### src/design/font_glyphs.mem
// one 64-bit glyph per line, codes 0..21 in order: 0-9, space, =, V, m, a, x, i, n, e, T, l, v
// top byte is glyph line 0, msb is the leftmost pixel
3C666E7666663C00
1838181818187E00
3C66060C30607E00
3C66061C06663C00
0C1C3C6C7E0C0C00
7E607C0606663C00
3C607C6666663C00
7E060C1830303000
3C66663C66663C00
3C66663E060C3800
0000000000000000
00007E007E000000
66666666663C1800
0000667F7F6B6300
00003C063E663E00
0000663C183C6600
1800381818183C00
00007C6666666600
00003C667E603C00
7E18181818181800
3818181818183C00
00006666663C1800

### src/design/scope_text_pkg.sv
`default_nettype none

package scope_text_pkg;

   // ----------------------------------------
   // data widths
   // ----------------------------------------
   typedef logic [11:0] reading_t;     // raw acquisition code
   typedef logic [13:0] millivolt_t;   // scaled value, up to 12285
   typedef logic [23:0] bcd6_t;        // six digits, msd first
   typedef logic [10:0] coord_t;       // hcount / vcount
   typedef logic [11:0] rgb_t;         // 4 bits per channel
   typedef logic [4:0]  glyph_code_t;
   typedef logic [63:0] glyph_bits_t;  // line 0 in top byte, left pixel in msb

   typedef enum logic [2:0] {
      ROW_NONE,
      ROW_MAX,
      ROW_MIN,
      ROW_MEAN,
      ROW_TRIG
   } row_sel_t;

   // ----------------------------------------
   // screen layout
   // ----------------------------------------
   localparam int TEXT_X0    = 768;
   localparam int TEXT_CHARS = 15;
   localparam int CHAR_W     = 8;
   localparam int ROW_H      = 16;   // 8-line glyphs shown twice as tall

   localparam int ROW_Y_MAX  = 16;
   localparam int ROW_Y_MIN  = 32;
   localparam int ROW_Y_MEAN = 48;
   localparam int ROW_Y_TRIG = 144;

   localparam int   MV_PER_LSB = 3;
   localparam rgb_t TEXT_FG    = 12'hFF0;

   // glyph codes, digits 0..9 map to themselves
   localparam glyph_code_t GLYPH_SPACE = 5'd10;
   localparam glyph_code_t GLYPH_EQ    = 5'd11;
   localparam glyph_code_t GLYPH_UC_V  = 5'd12;
   localparam glyph_code_t GLYPH_M     = 5'd13;
   localparam glyph_code_t GLYPH_A     = 5'd14;
   localparam glyph_code_t GLYPH_X     = 5'd15;
   localparam glyph_code_t GLYPH_I     = 5'd16;
   localparam glyph_code_t GLYPH_N     = 5'd17;
   localparam glyph_code_t GLYPH_E     = 5'd18;
   localparam glyph_code_t GLYPH_UC_T  = 5'd19;
   localparam glyph_code_t GLYPH_L     = 5'd20;
   localparam glyph_code_t GLYPH_LC_V  = 5'd21;

endpackage

`default_nettype wire

### src/design/reading_to_bcd.sv
`default_nettype none

module reading_to_bcd
   import scope_text_pkg::*;
#(
   parameter int MV_PER_LSB = scope_text_pkg::MV_PER_LSB
) (
   input  wire           clk,
   input  wire           rst,
   input  wire reading_t reading,
   output bcd6_t         bcd
);

   millivolt_t mv;        // scaled reading, stage 1
   bcd6_t      bcd_nxt;

   // shift-and-add-3 over all bits of the scaled value
   function automatic bcd6_t bin_to_bcd(input millivolt_t bin);
      bcd6_t acc;
      acc = '0;
      for (int i = $bits(millivolt_t) - 1; i >= 0; i--) begin
         for (int d = 0; d < 6; d++) begin
            if (acc[4*d +: 4] > 4'd4) begin
               acc[4*d +: 4] = acc[4*d +: 4] + 4'd3;
            end
         end
         acc = {acc[22:0], bin[i]};
      end
      return acc;
   endfunction

   function automatic logic digits_valid(input bcd6_t v);
      logic ok;
      ok = 1'b1;
      for (int d = 0; d < 6; d++) begin
         if (v[4*d +: 4] > 4'd9) begin
            ok = 1'b0;
         end
      end
      return ok;
   endfunction

   // ----------------------------------------
   // scale, then convert
   // ----------------------------------------
   always_ff @(posedge clk) begin
      if (rst) begin
         mv <= '0;
      end else begin
         mv <= millivolt_t'(reading * MV_PER_LSB);   // 4095 * 3 fits in 14 bits
      end
   end

   assign bcd_nxt = bin_to_bcd(mv);

   always_ff @(posedge clk) begin
      if (rst) begin
         bcd <= '0;
      end else begin
         bcd <= bcd_nxt;
      end
   end

   // every digit shown must be a decimal one
   a_bcd_digits : assert property (@(posedge clk) disable iff (rst)
      !$past(rst) |-> digits_valid(bcd))
      else $error("bcd digit out of range: %h", bcd);

endmodule

`default_nettype wire

### src/design/text_row_layout.sv
`default_nettype none

module text_row_layout
   import scope_text_pkg::*;
#(
   parameter int TEXT_X0    = scope_text_pkg::TEXT_X0,
   parameter int ROW_Y_MAX  = scope_text_pkg::ROW_Y_MAX,
   parameter int ROW_Y_MIN  = scope_text_pkg::ROW_Y_MIN,
   parameter int ROW_Y_MEAN = scope_text_pkg::ROW_Y_MEAN,
   parameter int ROW_Y_TRIG = scope_text_pkg::ROW_Y_TRIG
) (
   input  wire         clk,
   input  wire         rst,
   input  wire coord_t hcount,
   input  wire coord_t vcount,
   input  wire bcd6_t  max_bcd,
   input  wire bcd6_t  min_bcd,
   input  wire bcd6_t  mean_bcd,
   input  wire bcd6_t  trig_bcd,
   output row_sel_t    row_sel,
   output glyph_code_t glyph_code,
   output logic [2:0]  glyph_line,
   output logic [2:0]  pixel_col
);

   localparam coord_t X_LO = coord_t'(TEXT_X0);
   localparam coord_t X_HI = coord_t'(TEXT_X0 + TEXT_CHARS * CHAR_W);

   coord_t      h_off;
   coord_t      v_off;
   coord_t      row_top;
   logic        in_span;
   logic [3:0]  band_hit;    // trig, mean, min, max
   logic [3:0]  char_idx;
   row_sel_t    row_nxt;
   bcd6_t       digits;
   glyph_code_t code_nxt;

   function automatic logic in_band(input coord_t v, input int top);
      return (v >= coord_t'(top)) && (v < coord_t'(top + ROW_H));
   endfunction

   // ----------------------------------------
   // beam position decode
   // ----------------------------------------
   assign in_span  = (hcount >= X_LO) && (hcount < X_HI);
   assign band_hit = {in_band(vcount, ROW_Y_TRIG), in_band(vcount, ROW_Y_MEAN),
                      in_band(vcount, ROW_Y_MIN), in_band(vcount, ROW_Y_MAX)};
   assign h_off    = hcount - X_LO;
   assign char_idx = 4'(h_off / CHAR_W);
   assign v_off    = vcount - row_top;

   always_comb begin
      row_nxt = ROW_NONE;
      row_top = coord_t'(ROW_Y_MAX);
      digits  = max_bcd;
      if (in_span && band_hit[0]) begin
         row_nxt = ROW_MAX;
      end else if (in_span && band_hit[1]) begin
         row_nxt = ROW_MIN;
         row_top = coord_t'(ROW_Y_MIN);
         digits  = min_bcd;
      end else if (in_span && band_hit[2]) begin
         row_nxt = ROW_MEAN;
         row_top = coord_t'(ROW_Y_MEAN);
         digits  = mean_bcd;
      end else if (in_span && band_hit[3]) begin
         row_nxt = ROW_TRIG;
         row_top = coord_t'(ROW_Y_TRIG);
         digits  = trig_bcd;
      end
   end

   // ----------------------------------------
   // character per column
   // ----------------------------------------
   always_comb begin
      code_nxt = GLYPH_SPACE;   // chars 11, 14 and the unused index
      case (char_idx)
         4'd0: code_nxt = (row_nxt == ROW_TRIG) ? GLYPH_UC_T : GLYPH_UC_V;
         4'd1: code_nxt = (row_nxt == ROW_TRIG) ? GLYPH_L : GLYPH_M;
         4'd2: begin
            case (row_nxt)
               ROW_MAX:  code_nxt = GLYPH_A;
               ROW_MIN:  code_nxt = GLYPH_I;
               ROW_MEAN: code_nxt = GLYPH_E;
               default:  code_nxt = GLYPH_LC_V;
            endcase
         end
         4'd3: begin
            case (row_nxt)
               ROW_MAX:  code_nxt = GLYPH_X;
               ROW_MIN:  code_nxt = GLYPH_N;
               ROW_MEAN: code_nxt = GLYPH_A;
               default:  code_nxt = GLYPH_L;
            endcase
         end
         4'd4:  code_nxt = GLYPH_EQ;
         4'd5:  code_nxt = glyph_code_t'(digits[23:20]);   // msd
         4'd6:  code_nxt = glyph_code_t'(digits[19:16]);
         4'd7:  code_nxt = glyph_code_t'(digits[15:12]);
         4'd8:  code_nxt = glyph_code_t'(digits[11:8]);
         4'd9:  code_nxt = glyph_code_t'(digits[7:4]);
         4'd10: code_nxt = glyph_code_t'(digits[3:0]);
         4'd12: code_nxt = GLYPH_M;
         4'd13: code_nxt = GLYPH_UC_V;
         default: code_nxt = GLYPH_SPACE;
      endcase
   end

   always_ff @(posedge clk) begin
      if (rst) begin
         row_sel <= ROW_NONE;
      end else begin
         row_sel <= row_nxt;
      end
   end

   always_ff @(posedge clk) begin
      glyph_code <= code_nxt;
      glyph_line <= v_off[3:1];              // each glyph line drawn twice
      pixel_col  <= 3'(h_off % CHAR_W);
   end

   // the row bands must not overlap on screen
   a_one_band : assert property (@(posedge clk) disable iff (rst) $onehot0(band_hit))
      else $error("overlapping text rows at vcount %0d", vcount);

endmodule

`default_nettype wire

### src/design/glyph_rom.sv
`default_nettype none

module glyph_rom
   import scope_text_pkg::*;
(
   input  wire              clk,
   input  wire glyph_code_t glyph_code,
   output glyph_bits_t      glyph
);

   localparam int DEPTH = 2 ** $bits(glyph_code_t);

   glyph_bits_t rom [DEPTH];

   // ----------------------------------------
   // font contents
   // ----------------------------------------
   initial begin
      for (int i = 0; i < DEPTH; i++) begin
         rom[i] = '0;   // unlisted codes stay blank
      end
      $readmemh("/design/src/design/font_glyphs.mem", rom);
   end

   always_ff @(posedge clk) begin
      glyph <= rom[glyph_code];
   end

endmodule

`default_nettype wire

### src/design/overlay_mixer.sv
`default_nettype none

module overlay_mixer
   import scope_text_pkg::*;
(
   input  wire              clk,
   input  wire              rst,
   input  wire coord_t      hcount_in,
   input  wire coord_t      vcount_in,
   input  wire              hsync_in,
   input  wire              vsync_in,
   input  wire              hblnk_in,
   input  wire              vblnk_in,
   input  wire rgb_t        rgb_in,
   input  wire row_sel_t    row_sel,
   input  wire [2:0]        glyph_line,
   input  wire [2:0]        pixel_col,
   input  wire glyph_bits_t glyph,
   output coord_t           hcount_out,
   output coord_t           vcount_out,
   output logic             hsync_out,
   output logic             vsync_out,
   output logic             hblnk_out,
   output logic             vblnk_out,
   output rgb_t             rgb_out
);

   // 2-deep video delay, lines up with the rom output
   coord_t     hcount_d [2];
   coord_t     vcount_d [2];
   logic [1:0] hsync_d;
   logic [1:0] vsync_d;
   logic [1:0] hblnk_d;
   logic [1:0] vblnk_d;
   rgb_t       rgb_d [2];

   row_sel_t   row_d;
   logic [2:0] line_d;
   logic [2:0] col_d;
   logic       text_px;

   always_ff @(posedge clk) begin
      if (rst) begin
         hcount_d <= '{default: '0};
         vcount_d <= '{default: '0};
         hsync_d  <= '0;
         vsync_d  <= '0;
         hblnk_d  <= '0;
         vblnk_d  <= '0;
         rgb_d    <= '{default: '0};
         row_d    <= ROW_NONE;
      end else begin
         hcount_d <= '{hcount_in, hcount_d[0]};
         vcount_d <= '{vcount_in, vcount_d[0]};
         hsync_d  <= {hsync_d[0], hsync_in};
         vsync_d  <= {vsync_d[0], vsync_in};
         hblnk_d  <= {hblnk_d[0], hblnk_in};
         vblnk_d  <= {vblnk_d[0], vblnk_in};
         rgb_d    <= '{rgb_in, rgb_d[0]};
         row_d    <= row_sel;
      end
   end

   always_ff @(posedge clk) begin
      line_d <= glyph_line;
      col_d  <= pixel_col;
   end

   // bit 63 is line 0 pixel 0, so both indices count down
   assign text_px = glyph[{~line_d, ~col_d}];

   // ----------------------------------------
   // output register
   // ----------------------------------------
   always_ff @(posedge clk) begin
      if (rst) begin
         hcount_out <= '0;
         vcount_out <= '0;
         hsync_out  <= 1'b0;
         vsync_out  <= 1'b0;
         hblnk_out  <= 1'b0;
         vblnk_out  <= 1'b0;
         rgb_out    <= '0;
      end else begin
         hcount_out <= hcount_d[1];
         vcount_out <= vcount_d[1];
         hsync_out  <= hsync_d[1];
         vsync_out  <= vsync_d[1];
         hblnk_out  <= hblnk_d[1];
         vblnk_out  <= vblnk_d[1];
         if (row_d != ROW_NONE) begin
            rgb_out <= text_px ? TEXT_FG : rgb_t'(0);   // black behind the text
         end else begin
            rgb_out <= rgb_d[1];                        // pass-through
         end
      end
   end

endmodule

`default_nettype wire

### src/design/meas_overlay.sv
`default_nettype none

module meas_overlay
   import scope_text_pkg::*;
(
   input  wire           clk,
   input  wire           rst,
   input  wire reading_t max_level,
   input  wire reading_t min_level,
   input  wire reading_t mean_level,
   input  wire reading_t trig_level,
   input  wire coord_t   hcount_in,
   input  wire coord_t   vcount_in,
   input  wire           hsync_in,
   input  wire           vsync_in,
   input  wire           hblnk_in,
   input  wire           vblnk_in,
   input  wire rgb_t     rgb_in,
   output coord_t        hcount_out,
   output coord_t        vcount_out,
   output logic          hsync_out,
   output logic          vsync_out,
   output logic          hblnk_out,
   output logic          vblnk_out,
   output rgb_t          rgb_out
);

   bcd6_t       max_bcd;
   bcd6_t       min_bcd;
   bcd6_t       mean_bcd;
   bcd6_t       trig_bcd;
   row_sel_t    row_sel;
   glyph_code_t glyph_code;
   logic [2:0]  glyph_line;
   logic [2:0]  pixel_col;
   glyph_bits_t glyph;

   // ----------------------------------------
   // reading conversion
   // ----------------------------------------
   reading_to_bcd #(.MV_PER_LSB(MV_PER_LSB)) u_max (
      .clk(clk), .rst(rst), .reading(max_level), .bcd(max_bcd)
   );
   reading_to_bcd #(.MV_PER_LSB(MV_PER_LSB)) u_min (
      .clk(clk), .rst(rst), .reading(min_level), .bcd(min_bcd)
   );
   reading_to_bcd #(.MV_PER_LSB(MV_PER_LSB)) u_mean (
      .clk(clk), .rst(rst), .reading(mean_level), .bcd(mean_bcd)
   );
   reading_to_bcd #(.MV_PER_LSB(MV_PER_LSB)) u_trig (
      .clk(clk), .rst(rst), .reading(trig_level), .bcd(trig_bcd)
   );

   // ----------------------------------------
   // text layout and font
   // ----------------------------------------
   text_row_layout #(
      .TEXT_X0   (TEXT_X0),
      .ROW_Y_MAX (ROW_Y_MAX),
      .ROW_Y_MIN (ROW_Y_MIN),
      .ROW_Y_MEAN(ROW_Y_MEAN),
      .ROW_Y_TRIG(ROW_Y_TRIG)
   ) u_layout (
      .clk       (clk),
      .rst       (rst),
      .hcount    (hcount_in),
      .vcount    (vcount_in),
      .max_bcd   (max_bcd),
      .min_bcd   (min_bcd),
      .mean_bcd  (mean_bcd),
      .trig_bcd  (trig_bcd),
      .row_sel   (row_sel),
      .glyph_code(glyph_code),
      .glyph_line(glyph_line),
      .pixel_col (pixel_col)
   );

   glyph_rom u_rom (
      .clk       (clk),
      .glyph_code(glyph_code),
      .glyph     (glyph)
   );

   overlay_mixer u_mixer (
      .clk       (clk),
      .rst       (rst),
      .hcount_in (hcount_in),
      .vcount_in (vcount_in),
      .hsync_in  (hsync_in),
      .vsync_in  (vsync_in),
      .hblnk_in  (hblnk_in),
      .vblnk_in  (vblnk_in),
      .rgb_in    (rgb_in),
      .row_sel   (row_sel),
      .glyph_line(glyph_line),
      .pixel_col (pixel_col),
      .glyph     (glyph),
      .hcount_out(hcount_out),
      .vcount_out(vcount_out),
      .hsync_out (hsync_out),
      .vsync_out (vsync_out),
      .hblnk_out (hblnk_out),
      .vblnk_out (vblnk_out),
      .rgb_out   (rgb_out)
   );

endmodule

`default_nettype wire

### config.mk
export PLATFORM = sky130hd
export DESIGN_NAME = meas_overlay
export DESIGN_NICKNAME = d
export VERILOG_FILES = /design/src/design/scope_text_pkg.sv /design/src/design/reading_to_bcd.sv /design/src/design/text_row_layout.sv /design/src/design/glyph_rom.sv /design/src/design/overlay_mixer.sv /design/src/design/meas_overlay.sv
export SDC_FILE = /design/constraint.sdc
export NUM_CORES = 1
export LEC_CHECK = 0
export ABC_AREA = 1
export BUFFER_PORTS_ARGS = -buffer_cell sky130_fd_sc_hd__buf_2
export CAP_MARGIN = 20
export CORE_MARGIN = 8
export CORE_UTILIZATION = 48
export DETAILED_ROUTE_END_ITERATION = 12
export GPL_ROUTABILITY_DRIVEN = 0
export PLACE_DENSITY = 0.81
export SYNTH_ARGS = -nofsm -noshare
export SYNTH_HDL_FRONTEND = slang
export SYNTH_SLANG_ARGS = --single-unit
### constraint.sdc
create_clock -name clk -period 1.1 [get_ports clk]
set_input_delay 0.33 -clock clk [delete_from_list [all_inputs] [get_ports clk]]
set_output_delay 0.33 -clock clk [all_outputs]
set_load 0.1 [all_outputs]
==> run metrics <==
gr usage total 13.1%; Placed Area 0.00453 mm²; mux share of post-synthesis cell area 0%; synth top area cells dfxtp_1 69%, inv_1 13%, nor2_1 13%; Worst path max stage delay 0.36 ns; Core ar. 0.00714 mm²; Critical Path RT 0.77 ns; DR vias 2353; min cycle time layout 1.35 ns; endpoints failing setup 38; post-CTS setup repair buffer count 0; vias in the first global route 2374; layout cells sized above 1 30.9%; number of antenna-violating nets in the routed design 0; top cell type's share of synthesized area 68.8%; multi-input logic area 518 µm²; internal power 8310 µW; first-pass GRT wire length 10100 µm; violated checks negative setup slack; clock-pin slew on the worst setup and hold paths 0.06 ns; Hold Crit Class in2reg; worst setup margin -0.249 ns; synthesized area 0.00349 mm²; count of cell types in the netlist 10; Synth Area in XOR/XNOR 0%; largest net degree at the start of global routing 39; WS Path Type reg2out; Critical Path AT 1.02 ns; # IOs 126; Synth Area in Compound Gates 0%; Root Driver clkbuf_8; endpoints failing hold 0; Detail Placement HPWL 4470 µm; Synth Area in Simple Gates 14.8%; # H-tree levels 4; Final Max Tran Viols 0; site row count 31; Detailed Routing Iterations Pass 1 4; Layout area overhead 47.0%; Starting Density 48.9%; combinational share of power 6.9%; Nets 563; DR DRC count 0; yosys warns 0; Port Buffers 77; Gate Count Post-Synth 387; FMAX 741 MHz; CP cell instances buf_12; endpoint type of the worst setup path output pin; Design Area, Final 0.00513 mm²; total area of sequential cells 0.00245 mm²; Pleak 0.00243 µW; Vias per Instance 4.01; RSZ-0062 raised after global routing true; Worst Skew 0.00658 ns; ant diodes 0; PwrDens 2090 mW/mm²; CP max-delay cell dfxtp_2; synthesis-stage register bit count 120; largest family of logic cells by synthesized area buffers and inverters; setup TNS -8.53 ns; Synth Net Count 475; Clock power frac 50.4%; Mean Syn Cell Area 9.02 µm²; Buf+Inv Stages, Crit Path 1; clock sinks 120; DR iter-0 viols 55; final core utilization 71.9%; wirelength, routed 6440 µm; Startpoint Class flip-flop; IR Drop Worst-Case VDD 1.10 mV; worst skew pair latency 0.49 ns; relative slew slack 76.3%; width of the die 101 µm; largest fanout on the critical path 1; CTS buffer count 17; CTS tree yes; initial antenna violation count 0; register area share after synthesis 68.8%; status complete, but fails checks; Switch Pwr 2440 µW; Worst-Margin Slew 0.355 ns; period utilization 123%; Die ar. 0.0103 mm²; switching share of power 22.7%; Post-CTS Resized 0; synthesized-area fraction occupied by adder cells 0%; Wirelength per Cell 11.0 µm; Fill cells 512; Reg power frac 42.7%; chip height 101 µm; maxcap violations 0; GRT Residual Overflow 0; Max Root-Sink Buffers 2; post-synth top area cell dfxtp_1; CP delay by family, top flip-flops
==> cells in the final DEF (no fill, tap or decap), types with 3 or more instances in the layout <==
master / instances
dfxtp_2: 38
clkbuf_16: 16
dfxtp_1: 82
inv_1: 120
buf_2: 38
buf_4: 5
nor2_1: 119
nand2_1: 9
nor3_1: 4
bufinv_16: 3
clkinvlp_4: 5
buf_12: 38
==> power groups by stage <==
stage	Clock [µW]	Combinational, µW	Sequential (µW)
2_1_floorplan	0	221	4920
3_3_place_gp	0	719	4670
3_5_place_dp	0	739	4680
4_1_cts	5500	747	4590
5_1_grt	5720	797	4600
6_report	5420	741	4590
==> timing repair <==
action	4_1_cts	5_1_grt
endpoints found under the hold margin	0	0
hold buffers	0	0
gates cloned	0	0
setup endpoints to repair	38	38
pin swaps	0	0
==> cell usage after synthesis <==
master,instances
dfxtp_1,120
inv_1,120
nor2_1,119
buf_6,9
nand2_1,9
nor3_1,4
buf_2,2
nand3_1,2
buf_4,1
nor3b_1,1
==> layout make-up <==
class                      count  area share [%]
sequential                   120            47.7
inverter                     120            8.78
clock inverter                14            3.37
tap                           99            2.41
clock buffer                  18            8.34
timing repair buffer          81            19.3
multi-input combinational    135            10.1
==> worst paths after layout <==
path	start	to	slack (ns)	depth (start not counted)
setup / recovery	u_mixer.vcount_out[9]$_SDFF_PP0_	vcount_out[9]	-0.25	1
setup reg to reg	u_mixer.row_d[1]$_SDFF_PP0_	u_mixer.rgb_out[5]$_SDFF_PP0_	0.19	4
hold reg to reg	u_mixer.hcount_d[2]$_SDFF_PP0_	u_mixer.hcount_out[2]$_SDFF_PP0_	0.39	2
hold / removal	rgb_in[5]	u_mixer.rgb_d[17]$_SDFF_PP0_	0.04	3
==> routing by layer <==
layer,GRT usage (%),up-vias,share of wire (%)
met4,7.33,0,0.78
met5,0,-,0
li1,-,1231,-
met3,5.02,4,6.0
met2,24.3,64,54
met1,12.0,1054,39
==> cell families (layout without fill, tap and decap cells) <==
logic type | after synthesis | after routing
buf+inv | 132 | 233
flops | 120 | 120
simple gates | 135 | 135
==> sequential cells by signal, summed over array words and instances (netlist names), 2 cells and up <==
| name | flops |
|---|---|
| u_layout.row_sel | 3 |
| u_mixer.hblnk_d | 2 |
| u_mixer.hcount_d | 22 |
| u_mixer.hcount_out | 11 |
| u_mixer.hsync_d | 2 |
| u_mixer.rgb_d | 24 |
| u_mixer.rgb_out | 12 |
| u_mixer.row_d | 3 |
| u_mixer.vblnk_d | 2 |
| u_mixer.vcount_d | 22 |
| u_mixer.vcount_out | 11 |
| u_mixer.vsync_d | 2 |
==> per-stage QoR <==
stage	worst slack, ns	power [µW]	hold slack (ns)	instances
after global placement	0.0983	5390	0.383	555
after detailed placement	0.0126	5420	0.387	555
after floorplan	0.144	5140	0.381	387
after CTS	-0.282	10800	0.0160	587
after global routing	-0.287	11100	0.0191	587
final	-0.249	10700	0.0413	587
Note: power is estimated with default switching activity, not from simulation.
